--- src/pipe_pkg.sv ---
// ==================================================
// Pipeline package
// Opcodes, ALU ops and the stage-to-stage structs
// ==================================================
`default_nettype none

package pipe_pkg;

    localparam int XLEN = 32;

    // ADDI x0, x0, 0
    localparam logic [XLEN-1:0] INSTR_NOP = 32'h0000_0013;

    typedef enum logic [6:0] {
        OP_IMM = 7'b0010011,
        OP     = 7'b0110011,
        LUI    = 7'b0110111,
        STORE  = 7'b0100011,
        BRANCH = 7'b1100011,
        JAL    = 7'b1101111
    } type_opcode_e;

    typedef enum logic [2:0] {
        ALU_ADD,
        ALU_SUB,
        ALU_AND,
        ALU_OR,
        ALU_XOR,
        ALU_SLT,
        ALU_PASS_B
    } type_alu_op_e;

    typedef enum logic [1:0] {
        BR_NONE,
        BR_EQ,
        BR_NE,
        BR_JAL
    } type_branch_e;

    // Instruction memory
    typedef struct packed {
        logic            req;
        logic [XLEN-1:0] addr;
    } type_if2mem_s;

    typedef struct packed {
        logic            ack;
        logic [XLEN-1:0] instr;
    } type_mem2if_s;

    // Data bus, stores only
    typedef struct packed {
        logic            w_en;
        logic [XLEN-1:0] addr;
        logic [XLEN-1:0] wdata;
    } type_lsu2dbus_s;

    typedef struct packed {
        logic [XLEN-1:0] instr;
        logic [XLEN-1:0] pc;
        logic            valid;
    } type_if2id_s;

    typedef struct packed {
        logic            valid;
        type_alu_op_e    alu_op;
        type_branch_e    branch;
        logic            is_store;
        logic            rd_we;
        logic [4:0]      rd;
        logic [4:0]      rs1;
        logic [4:0]      rs2;
        logic [XLEN-1:0] rs1_data;
        logic [XLEN-1:0] rs2_data;
        logic [XLEN-1:0] imm;
        logic [XLEN-1:0] pc;
    } type_id2exe_s;

    typedef struct packed {
        logic [XLEN-1:0] target;
    } type_exe2if_fb_s;

    typedef struct packed {
        logic [4:0] rs1;
        logic [4:0] rs2;
        logic       store_pending;
        logic       branch_taken;
    } type_exe2fwd_s;

    // Register file write from EXE/WRB
    typedef struct packed {
        logic            we;
        logic [4:0]      rd;
        logic [XLEN-1:0] data;
    } type_wrb_s;

    typedef struct packed {
        logic fwd_rs1;
        logic fwd_rs2;
    } type_fwd2exe_s;

    typedef struct packed {
        logic stall;
        logic flush;
    } type_fwd2pipe_s;

endpackage : pipe_pkg

`default_nettype wire
--- src/pipeline_top.sv ---
// ==================================================
// Pipeline top
// Fetch, decode, execute and hazard unit
// ==================================================
`default_nettype none

module pipeline_top
    import pipe_pkg::*;
#(
    parameter logic [XLEN-1:0] RESET_PC = '0
) (
    input  wire             clk,
    input  wire             rst_n,
    output type_if2mem_s    if2mem_o,
    input  wire type_mem2if_s mem2if_i,
    output type_lsu2dbus_s  lsu2dbus_o,
    input  wire             dbus_ack_i
);

    type_if2id_s     if2id;
    type_id2exe_s    id2exe;
    type_exe2if_fb_s exe2if_fb;
    type_exe2fwd_s   exe2fwd;
    type_wrb_s       wrb;
    type_fwd2exe_s   fwd2exe;
    type_fwd2pipe_s  fwd2pipe;

    fetch #(
        .RESET_PC (RESET_PC)
    ) fetch_module (
        .clk         (clk),
        .rst_n       (rst_n),
        .if2mem_o    (if2mem_o),
        .mem2if_i    (mem2if_i),
        .if2id_o     (if2id),
        .exe2if_fb_i (exe2if_fb),
        .fwd2if_i    (fwd2pipe)
    );

    decode decode_module (
        .clk      (clk),
        .rst_n    (rst_n),
        .if2id_i  (if2id),
        .wrb_i    (wrb),
        .fwd2id_i (fwd2pipe),
        .id2exe_o (id2exe)
    );

    execute execute_module (
        .clk            (clk),
        .rst_n          (rst_n),
        .id2exe_i       (id2exe),
        .fwd2exe_i      (fwd2exe),
        .fwd2exe_pipe_i (fwd2pipe),
        .exe2fwd_o      (exe2fwd),
        .exe2if_fb_o    (exe2if_fb),
        .wrb_o          (wrb),
        .lsu2dbus_o     (lsu2dbus_o)
    );

    forward_stall forward_stall_module (
        .clk        (clk),
        .rst_n      (rst_n),
        .exe2fwd_i  (exe2fwd),
        .wrb_i      (wrb),
        .dbus_ack_i (dbus_ack_i),
        .fwd2exe_o  (fwd2exe),
        .fwd2pipe_o (fwd2pipe)
    );

endmodule : pipeline_top

`default_nettype wire

--- src/forward_stall.sv ---
// ==================================================
// Hazard unit
// Forward selects, store stall and branch flush
// ==================================================
`default_nettype none

module forward_stall
    import pipe_pkg::*;
(
    input  wire             clk,
    input  wire             rst_n,
    input  wire type_exe2fwd_s exe2fwd_i,
    input  wire type_wrb_s     wrb_i,
    input  wire             dbus_ack_i,
    output type_fwd2exe_s   fwd2exe_o,
    output type_fwd2pipe_s  fwd2pipe_o
);

    logic wrb_live;

    // x0 results are never forwarded
    assign wrb_live = wrb_i.we && wrb_i.rd != 5'd0;

    assign fwd2exe_o.fwd_rs1 = wrb_live && wrb_i.rd == exe2fwd_i.rs1;
    assign fwd2exe_o.fwd_rs2 = wrb_live && wrb_i.rd == exe2fwd_i.rs2;

    // Store waiting on the data bus holds the front of the pipe
    assign fwd2pipe_o.stall = exe2fwd_i.store_pending && !dbus_ack_i;
    assign fwd2pipe_o.flush = exe2fwd_i.branch_taken;

    // A store and a taken branch cannot share the EXE stage
    assert property (@(posedge clk) disable iff (!rst_n)
        !(fwd2pipe_o.stall && fwd2pipe_o.flush));

endmodule : forward_stall

`default_nettype wire

--- src/execute.sv ---
// ==================================================
// Execute stage
// ALU, branch resolution, stores and EXE/WRB
// ==================================================
`default_nettype none

module execute
    import pipe_pkg::*;
(
    input  wire             clk,
    input  wire             rst_n,
    input  wire type_id2exe_s   id2exe_i,
    input  wire type_fwd2exe_s  fwd2exe_i,
    input  wire type_fwd2pipe_s fwd2exe_pipe_i,
    output type_exe2fwd_s   exe2fwd_o,
    output type_exe2if_fb_s exe2if_fb_o,
    output type_wrb_s       wrb_o,
    output type_lsu2dbus_s  lsu2dbus_o
);

    logic [XLEN-1:0] op_a;
    logic [XLEN-1:0] op_b;
    logic [XLEN-1:0] alu_result;
    logic            branch_taken;
    type_wrb_s       wrb_q;

    // Distance-one operands come from EXE/WRB
    assign op_a = fwd2exe_i.fwd_rs1 ? wrb_q.data : id2exe_i.rs1_data;
    assign op_b = fwd2exe_i.fwd_rs2 ? wrb_q.data : id2exe_i.rs2_data;

    always_comb begin
        case (id2exe_i.alu_op)
            ALU_ADD:    alu_result = op_a + op_b;
            ALU_SUB:    alu_result = op_a - op_b;
            ALU_AND:    alu_result = op_a & op_b;
            ALU_OR:     alu_result = op_a | op_b;
            ALU_XOR:    alu_result = op_a ^ op_b;
            ALU_SLT:    alu_result = XLEN'($signed(op_a) < $signed(op_b));
            ALU_PASS_B: alu_result = op_b;
            default:    alu_result = '0;
        endcase
    end

    always_comb begin
        case (id2exe_i.branch)
            BR_EQ:   branch_taken = id2exe_i.valid && (op_a == op_b);
            BR_NE:   branch_taken = id2exe_i.valid && (op_a != op_b);
            BR_JAL:  branch_taken = id2exe_i.valid;
            default: branch_taken = 1'b0;
        endcase
    end

    assign exe2if_fb_o.target = id2exe_i.pc + id2exe_i.imm;

    // Store strobe stays up until the bus acks
    assign lsu2dbus_o.w_en  = id2exe_i.valid && id2exe_i.is_store;
    assign lsu2dbus_o.addr  = op_a + id2exe_i.imm;
    assign lsu2dbus_o.wdata = op_b;

    assign exe2fwd_o.rs1           = id2exe_i.rs1;
    assign exe2fwd_o.rs2           = id2exe_i.rs2;
    assign exe2fwd_o.store_pending = lsu2dbus_o.w_en;
    assign exe2fwd_o.branch_taken  = branch_taken;

    always_ff @(posedge clk) begin
        if (!rst_n) begin
            wrb_q <= '0;
        end else if (fwd2exe_pipe_i.stall) begin
            wrb_q.we <= 1'b0;
        end else begin
            wrb_q.we   <= id2exe_i.valid && id2exe_i.rd_we;
            wrb_q.rd   <= id2exe_i.rd;
            wrb_q.data <= alu_result;
        end
    end

    assign wrb_o = wrb_q;

    // Back-pressure keeps the store request frozen
    assert property (@(posedge clk) disable iff (!rst_n)
        fwd2exe_pipe_i.stall |=> lsu2dbus_o.w_en && $stable(lsu2dbus_o.addr)
                                 && $stable(lsu2dbus_o.wdata));

endmodule : execute

`default_nettype wire

--- src/decode.sv ---
// ==================================================
// Decode stage
// Decoder, register file and ID/EXE register
// ==================================================
`default_nettype none

module decode
    import pipe_pkg::*;
(
    input  wire             clk,
    input  wire             rst_n,
    input  wire type_if2id_s    if2id_i,
    input  wire type_wrb_s      wrb_i,
    input  wire type_fwd2pipe_s fwd2id_i,
    output type_id2exe_s    id2exe_o
);

    logic [XLEN-1:0] regs [32];
    type_opcode_e    opcode;
    logic [2:0]      funct3;
    logic [6:0]      funct7;
    logic [4:0]      rs1_idx;
    logic [4:0]      rs2_idx;
    logic [4:0]      rd_idx;
    logic [XLEN-1:0] instr;
    logic [XLEN-1:0] imm_i, imm_s, imm_b, imm_u, imm_j;
    logic            supported;
    logic            writes;
    type_id2exe_s    dec;
    type_id2exe_s    id2exe_q;

    assign instr   = if2id_i.instr;
    assign opcode  = type_opcode_e'(instr[6:0]);
    assign funct3  = instr[14:12];
    assign funct7  = instr[31:25];
    assign rd_idx  = instr[11:7];
    assign rs1_idx = instr[19:15];
    assign rs2_idx = instr[24:20];

    assign imm_i = {{21{instr[31]}}, instr[30:20]};
    assign imm_s = {{21{instr[31]}}, instr[30:25], instr[11:7]};
    assign imm_b = {{20{instr[31]}}, instr[7], instr[30:25], instr[11:8], 1'b0};
    assign imm_u = {instr[31:12], 12'b0};
    assign imm_j = {{12{instr[31]}}, instr[19:12], instr[20], instr[30:21], 1'b0};

    // x0 reads zero, a write in this cycle is passed through
    function automatic logic [XLEN-1:0] rf_read(input logic [4:0] idx);
        logic [XLEN-1:0] val;
        val = regs[idx];
        if (idx == 5'd0) begin
            val = '0;
        end else if (wrb_i.we && wrb_i.rd == idx) begin
            val = wrb_i.data;
        end
        return val;
    endfunction

    always_ff @(posedge clk) begin
        if (wrb_i.we && wrb_i.rd != 5'd0) begin
            regs[wrb_i.rd] <= wrb_i.data;
        end
    end

    // Immediate forms carry the operand in the rs2 data slot with rs2 cleared
    always_comb begin
        dec          = '0;
        dec.pc       = if2id_i.pc;
        dec.rd       = rd_idx;
        dec.rs1      = rs1_idx;
        dec.rs2      = rs2_idx;
        dec.rs1_data = rf_read(rs1_idx);
        dec.rs2_data = rf_read(rs2_idx);
        supported    = 1'b1;
        writes       = 1'b0;
        case (opcode)
            OP_IMM: begin
                writes       = 1'b1;
                dec.rs2      = '0;
                dec.rs2_data = imm_i;
                dec.imm      = imm_i;
                case (funct3)
                    3'b000:  dec.alu_op = ALU_ADD;
                    3'b100:  dec.alu_op = ALU_XOR;
                    3'b110:  dec.alu_op = ALU_OR;
                    3'b111:  dec.alu_op = ALU_AND;
                    default: supported = 1'b0;
                endcase
            end
            OP: begin
                writes = 1'b1;
                if (funct7 == 7'b0000000) begin
                    case (funct3)
                        3'b000:  dec.alu_op = ALU_ADD;
                        3'b010:  dec.alu_op = ALU_SLT;
                        3'b100:  dec.alu_op = ALU_XOR;
                        3'b110:  dec.alu_op = ALU_OR;
                        3'b111:  dec.alu_op = ALU_AND;
                        default: supported = 1'b0;
                    endcase
                end else if (funct7 == 7'b0100000 && funct3 == 3'b000) begin
                    dec.alu_op = ALU_SUB;
                end else begin
                    supported = 1'b0;
                end
            end
            LUI: begin
                writes       = 1'b1;
                dec.alu_op   = ALU_PASS_B;
                dec.rs1      = '0;
                dec.rs1_data = '0;
                dec.rs2      = '0;
                dec.rs2_data = imm_u;
                dec.imm      = imm_u;
            end
            STORE: begin
                dec.is_store = 1'b1;
                dec.imm      = imm_s;
                supported    = (funct3 == 3'b010);
            end
            BRANCH: begin
                dec.imm = imm_b;
                case (funct3)
                    3'b000:  dec.branch = BR_EQ;
                    3'b001:  dec.branch = BR_NE;
                    default: supported = 1'b0;
                endcase
            end
            JAL: begin
                writes       = 1'b1;
                dec.branch   = BR_JAL;
                dec.alu_op   = ALU_PASS_B;
                dec.rs1      = '0;
                dec.rs1_data = '0;
                dec.rs2      = '0;
                dec.rs2_data = if2id_i.pc + XLEN'(4);
                dec.imm      = imm_j;
            end
            default: supported = 1'b0;
        endcase
        dec.valid = if2id_i.valid && supported;
        dec.rd_we = writes && rd_idx != 5'd0;
        if (!dec.valid) begin
            dec.rd_we    = 1'b0;
            dec.is_store = 1'b0;
            dec.branch   = BR_NONE;
        end
    end

    // On stall the held entry still picks up the result leaving writeback
    always_ff @(posedge clk) begin
        if (!rst_n || fwd2id_i.flush) begin
            id2exe_q <= '0;
        end else if (fwd2id_i.stall) begin
            if (wrb_i.we && wrb_i.rd == id2exe_q.rs1) begin
                id2exe_q.rs1_data <= wrb_i.data;
            end
            if (wrb_i.we && wrb_i.rd == id2exe_q.rs2) begin
                id2exe_q.rs2_data <= wrb_i.data;
            end
        end else begin
            id2exe_q <= dec;
        end
    end

    assign id2exe_o = id2exe_q;

    // Execute must never request a write to x0
    assert property (@(posedge clk) disable iff (!rst_n) wrb_i.we |-> wrb_i.rd != 5'd0);

endmodule : decode

`default_nettype wire

--- src/fetch.sv ---
// ==================================================
// Fetch stage
// PC, instruction request and IF/ID register
// ==================================================
`default_nettype none

module fetch
    import pipe_pkg::*;
#(
    parameter logic [XLEN-1:0] RESET_PC = '0
) (
    input  wire             clk,
    input  wire             rst_n,
    output type_if2mem_s    if2mem_o,
    input  wire type_mem2if_s mem2if_i,
    output type_if2id_s     if2id_o,
    input  wire type_exe2if_fb_s exe2if_fb_i,
    input  wire type_fwd2pipe_s  fwd2if_i
);

    localparam type_if2id_s IF2ID_BUBBLE = '{instr: INSTR_NOP, pc: '0, valid: 1'b0};

    logic [XLEN-1:0] pc_q;
    type_if2id_s     if2id_q;

    // Request is up whenever the core is out of reset
    assign if2mem_o.req  = rst_n;
    assign if2mem_o.addr = pc_q;
    assign if2id_o       = if2id_q;

    // Flush beats stall, stall beats a missing ack
    always_ff @(posedge clk) begin
        if (!rst_n) begin
            pc_q    <= RESET_PC;
            if2id_q <= IF2ID_BUBBLE;
        end else if (fwd2if_i.flush) begin
            pc_q    <= exe2if_fb_i.target;
            if2id_q <= IF2ID_BUBBLE;
        end else if (fwd2if_i.stall) begin
            pc_q    <= pc_q;
            if2id_q <= if2id_q;
        end else if (!mem2if_i.ack) begin
            if2id_q <= IF2ID_BUBBLE;
        end else begin
            pc_q    <= pc_q + XLEN'(4);
            if2id_q <= '{instr: mem2if_i.instr, pc: pc_q, valid: 1'b1};
        end
    end

    // Branch targets from execute must stay word aligned
    assert property (@(posedge clk) disable iff (!rst_n) pc_q[1:0] == 2'b00);

endmodule : fetch

`default_nettype wire

--- config.mk ---
export PLATFORM = sky130hd
export DESIGN_NAME = pipeline_top
export DESIGN_NICKNAME = d
export VERILOG_FILES = /design/src/pipe_pkg.sv /design/src/pipeline_top.sv /design/src/forward_stall.sv /design/src/execute.sv /design/src/decode.sv /design/src/fetch.sv
export SDC_FILE = /design/constraint.sdc
export NUM_CORES = 2
export LEC_CHECK = 0
export BUFFER_PORTS_ARGS = -buffer_cell sky130_fd_sc_hd__buf_2
export CELL_PAD_IN_SITES_DETAIL_PLACEMENT = 1
export CELL_PAD_IN_SITES_GLOBAL_PLACEMENT = 1
export CORE_MARGIN = 2
export CORE_UTILIZATION = 54
export CTS_CLUSTER_SIZE = 12
export DETAILED_ROUTE_END_ITERATION = 10
export PLACE_DENSITY = 0.82
export SLEW_MARGIN = 0
export SYNTH_ARGS = -nofsm -noshare
export SYNTH_HDL_FRONTEND = slang
export SYNTH_HIERARCHICAL = 1
export SYNTH_SLANG_ARGS = --single-unit
--- constraint.sdc ---
create_clock -name clk -period 7.9 [get_ports clk]
set_clock_uncertainty 0.05 [all_clocks]
set_input_delay 1.58 -clock clk [delete_from_list [all_inputs] [get_ports clk]]
set_output_delay 1.58 -clock clk [all_outputs]
set_load 0.005 [all_outputs]
# Yosys cells after proc, flatten, opt, wreduce, memory -nomap -nowiden
# Memory sizes are Yosys's and may differ from the RTL's. A register that Yosys moved wholly into a read port is not among the register bits.
# Cells that the tools add are included.
# totals
reg_bits	286
wordCells	138
memories	1
input_bits	36
output_inout_bits	98
ramBits	1024
# mem_list
name	words	width	rd	rd_ports_with_merged_regs	wr	line_no	source
decode_module.regs	32	32	2	2	1	decode.sv:18	logic [XLEN-1:0] regs [32];
# op_classes
n_eq_ne	30
muxes	42
magnitude_cmp	1
reduce_logical	35
bitwise_logic	4
addsub	6
# ops
op	n
32-bit 2-to-1 mux	12
32-bit one-hot mux with 7 select lines	1
32-bit one-hot mux with 5 select lines	1
32-bit adder	3
32-bit one-hot mux with 3 select lines	1
65-bit 2-to-1 mux	1
32-bit by 3-bit adder with 32-bit output, second input constant	2
64-bit 2-to-1 mux	1
32-bit bitwise AND	1
32-bit equality test	1
32-bit less-than comparator	1
32-bit != test	1
32-bit bitwise OR	1
32-bit subtractor	1
32-bit bitwise XOR	1
5-bit 2-to-1 mux	6
7-bit by 6-bit equality test with 1-bit output, second input constant	4
5-bit equality test	4
3-bit equality test, second input constant	6
3-bit one-hot mux with 3 select lines	2
1-bit logical AND	15
7-bit equality test, second input constant	2
3-bit one-hot mux with 4 select lines	1
5-bit zero test	2
25 further kinds	47

# Longest topological paths before layout
# depth
ltp_word	9
ltp_mapped	27
ltp_nobuf	19

# Cells and area by module
# The synthesis kept the hierarchy.
# by_module_without_submodules
module	cells_each	n_inst	area_per_inst_um2	seq_area_each_um2
decode	3129	1	54863.9	33772.4
execute	1524	1	10872.9	760.7
fetch	459	1	4048.9	1941.9
forward_stall	18	1	137.6	0.0

# Worst setup path before layout
# OpenSTA, ideal clock, no wires.
# synth_timing
path_kind	flip-flop to output port
from	register decode_module.id2exe_q, in the netlist decode_module/id2exe_o[135]
to	output lsu2dbus_o[52] (netlist name)
slack_ps	2131
stages_incl_launch_ff	22
arrival_ps	4139
n_path_buf	3
required_time_ps	6270
path_cell_list	dfxtp_1 buf_4 xnor2_1 nand4_1 nor4_1 clkbuf_1 buf_1 mux2i_1 inv_1 ha_1 inv_1 fa_1 nor2b_1 o21ai_0 a21boi_1 o31a_1 o211ai_1 a31o_2 o21bai_1 a21oi_1 o31ai_1 xor2_1
# synth_rtl
item	line_no	source
start, declared	decode.sv:30	type_id2exe_s id2exe_q;
end, declared	pipeline_top.sv:16	output type_lsu2dbus_s lsu2dbus_o,

==> summary.md <==
| Metric | Value |
|---|---|
| Resized cells post-CTS | `0` |
| H-tree level count | `4` |
| Status | `finished, final reports clean` |
| Synth Cell Area | `69900 sq um` |
| # Post-CTS Setup Buffers | `0` |
| Max Fclk | `136 MHz` |
| Gr usage total | `41.4%` |
| I/O Pins | `134` |
| Crit path required time | `6270 ps` |
| Post-placement cell count | `6797` |
| Post-DP Area | `72500 sq um` |
| HP Class | `reg -> reg` |
| Die area | `132000 sq um` |
| Reg2reg end | `decode_module/id2exe_o[104]$_SDFFE_PP0P_` |
| Hold-fix buffers, CTS | `0` |
| Power Total | `0.0165 W` |
| Initial antenna violation count | `18` |
| CP max FO | `32` |
| Tmin final | `7380 ps` |
| WHS Endpoint | `decode_module/id2exe_o[144]$_SDFFE_PP0N_` |
| FP Rows | `132` |
| Fin. max-slew vios | `0` |
| Primary FF master, synth | `edfxtp_1` |
| FFs w/ async S/R, synth | `0%` |
| Final TNS setup | `0 ps` |
| RSZ-0062 raised after global routing | `no` |
| Drt total wl | `274 mm` |
| Actual slew at the worst max-slew pin | `1380 ps` |
| Reg2Reg Setup Slack | `1140 ps` |
| Fillers | `12200` |
| First-pass DRT Iterations | `6` |
| Max-slew headroom | `6.99%` |
| Remaining antenna violation count | `0` |
| Vias | `52900` |
| Die height | `364 um` |
| MaxCap Viol Count | `0` |
| Power density over the cells | `213 nW/um^2` |
| Most frequent cells in the layout | `edfxtp_1 (1024), mux4_2 (498), nor2_1 (292)` |
| Syn-to-layout area delta | `10.5%` |
| Synth top area share | `44.0%` |
| Largest net degree at the start of global routing | `112` |
| Leakage | `26.1 nW` |
| Yosys cell types | `107` |
| Die width | `364 um` |
| #FFs+latches synth | `1310` |
| Mean Syn Cell Area | `13.6 sq um` |
| Most common cell after layout, fill and taps aside | `edfxtp_1` |
| CTS tree | `built` |
| Starting Density | `54.2%` |
| Core Footprint | `129000 sq um` |
| Max VDD drop | `0.000210 V` |
| Clock tree sinks | `1310` |
| CP arrival | `5750 ps` |
| WL met2 | `125 mm` |
| Yosys warns | `6` |
| Startpoint Class | `flip-flop` |
| Period utilization | `93.4%` |
| DR WL met3 | `34.9 mm` |
| Layout cells sized above 1 | `22.5%` |
| Origin of the worst min-delay path | `decode_module/id2exe_o[144]$_SDFFE_PP0N_` |
| Total grt overflow | `0` |
| Port buffer count | `133` |
| Finished layout cell area | `77300 sq um` |
| Cells after synthesis | `5130` |
| Sequential-to-total area share from yosys stat | `52.2%` |
| Worst Hold Slack | `400 ps` |
| Met1 WL | `92.0 mm` |
| DR vias/cell | `7.49` |
| Setup-failing EPs final | `0` |
| Worst hold stages | `2` |
| Worst skew pair latency | `840 ps` |
| Post-synth top area cell | `edfxtp_1` |
| Synth top area cells | `edfxtp_1 (44%), mux4_2 (16%), dfxtp_1 (8.2%), mux2i_1 (3.3%), ha_1 (3.1%)` |
| Placer's final routability congestion estimate | `0.968` |
| Top Metal Used | `met5` |
| Number of enable flip-flop cells after synthesis | `1024` |
| Max Root-Sink Buffers | `3` |
| CTS root buffer | `clkbuf_16` |
| Initial DRC count | `8031` |
| # DRC | `0` |
| Number of nets in the layout | `5411` |
| R2R cell count | `22` |
| CTS buffer count | `143` |
| Avg WL per Cell | `38.8 um` |
| Hold Fails Final Rpt | `0` |
| Clk slew on worst S/H paths | `60 ps` |
| HPWL after detailed placement | `171 mm` |
| Reg-to-Reg Start | `execute_module/wrb_o[35]$_SDFFE_PN0N_` |
| CP endpoint kind | `output port` |
| Number of global-route vias before repair | `54100` |
| Fin cells | `7061` |
| WS Path Type | `reg -> out` |
| Global-route wire length before repair | `393 mm` |
## power by group
part	leakage, nW	internal, W	total [W]	switching [W]
clock	2.26	0.00386	0.00692	0.00307
sequential	11.8	0.00756	0.00768	0.000120
combinational	12.0	0.000620	0.00184	0.00122
total	26.1	0.0120	0.0165	0.00441
## area by class of cell
cell class | count | area, sq um | share of cell area [%]
Antenna cell | 8 | 20.0 | 0.0259
Clock buffer | 207 | 3990 | 5.17
Clock inverter | 49 | 711 | 0.920
Inverter | 135 | 507 | 0.656
Multi-Input combinational cell | 3326 | 31400 | 40.6
Sequential cell | 1310 | 36500 | 47.3
Tap cell | 1742 | 2180 | 2.82
Timing Repair Buffer | 284 | 1950 | 2.52
## cells in the mapped netlist, types with 57 or more instances
cell type     n
edfxtp_1   1024
mux4_2      498
nor2_1      327
dfxtp_1     286
a21oi_1     235
mux2i_1     229
clkbuf_1    210
nand2_1     199
o21ai_0     175
ha_1        171
a22oi_1     143
inv_1       129
mux2_2       97
o22ai_1      94
nor3_1       88
xnor2_1      83
nor2b_1      70
nand3_1      66
buf_2        63
a21o_1       57
## per-stage QoR
step | setup slack (ps) | util [%]
after floorplan | 2130 | -
after global placement | 1540 | 56.2
after detailed placement | 1430 | 56.2
after CTS | 551 | 59.9
after global routing | 131 | 59.9
final | 524 | 59.9
## critical path, cell delays in order, from the launching register on
cell and delay (ps):
dfxtp_1 700, or4_1 190, nor2_1 60, nor4_2 410
buf_12 320, mux2i_1 420, inv_1 220, ha_1 360
a211oi_2 280, o211a_1 300, a211oi_2 90, o311ai_2 330
a21o_1 210, a311oi_2 110, a41o_1 280, a21o_1 190
a21oi_2 140, xnor2_1 150, buf_2 150
## layer usage
metal	vias up	track usage, %
met5	-	0
met4	22	28.2
met3	1243	12.5
met2	4288	63.9
met1	26800	50.2
li1	20600	-
## worst max-delay path by stage
stage | end | startpoint | depth (start not counted) | slack [ps]
6_report | lsu2dbus_o[63] | execute_module/wrb_o[35]$_SDFFE_PN0N_ | 18 | 520
5_1_grt | lsu2dbus_o[62] | execute_module/wrb_o[35]$_SDFFE_PN0N_ | 20 | 130
4_1_cts | lsu2dbus_o[62] | execute_module/wrb_o[35]$_SDFFE_PN0N_ | 20 | 550
3_5_place_dp | lsu2dbus_o[62] | execute_module/wrb_o[35]$_SDFFE_PN0N_ | 20 | 1430
3_3_place_gp | lsu2dbus_o[63] | execute_module/wrb_o[35]$_SDFFE_PN0N_ | 18 | 1540
2_1_floorplan | lsu2dbus_o[52] | decode_module/id2exe_o[135]$_SDFFE_PP0N_ | 21 | 2130
## logic make-up (layout without fill, tap and decap cells)
| kind of cell | after synthesis | after routing | share of synthesized area [%] |
|---|---|---|---|
| AOI/OAI and AO/OA | 1138 | 1138 | 11.3 |
| xor gates and xnor gates | 138 | 138 | 1.73 |
| adders and majority gates | 175 | 175 | 3.17 |
| buffers and inverters | 525 | 675 | 3.57 |
| DFF | 1310 | 1310 | 52.2 |
| muxes | 824 | 824 | 20.9 |
| other | 1 | 40 | 0.00536 |
| and+or+nand+nor | 1019 | 1019 | 7.22 |
## sequential cells by signal, summed over array words and instances (netlist names)
name and cells:
fetch_module/if2id_o 65, execute_module/wrb_o 38, decode_module/regs 1024, decode_module/id2exe_o 151, fetch_module/pc_q 32
(Power assumes the default switching activity.)
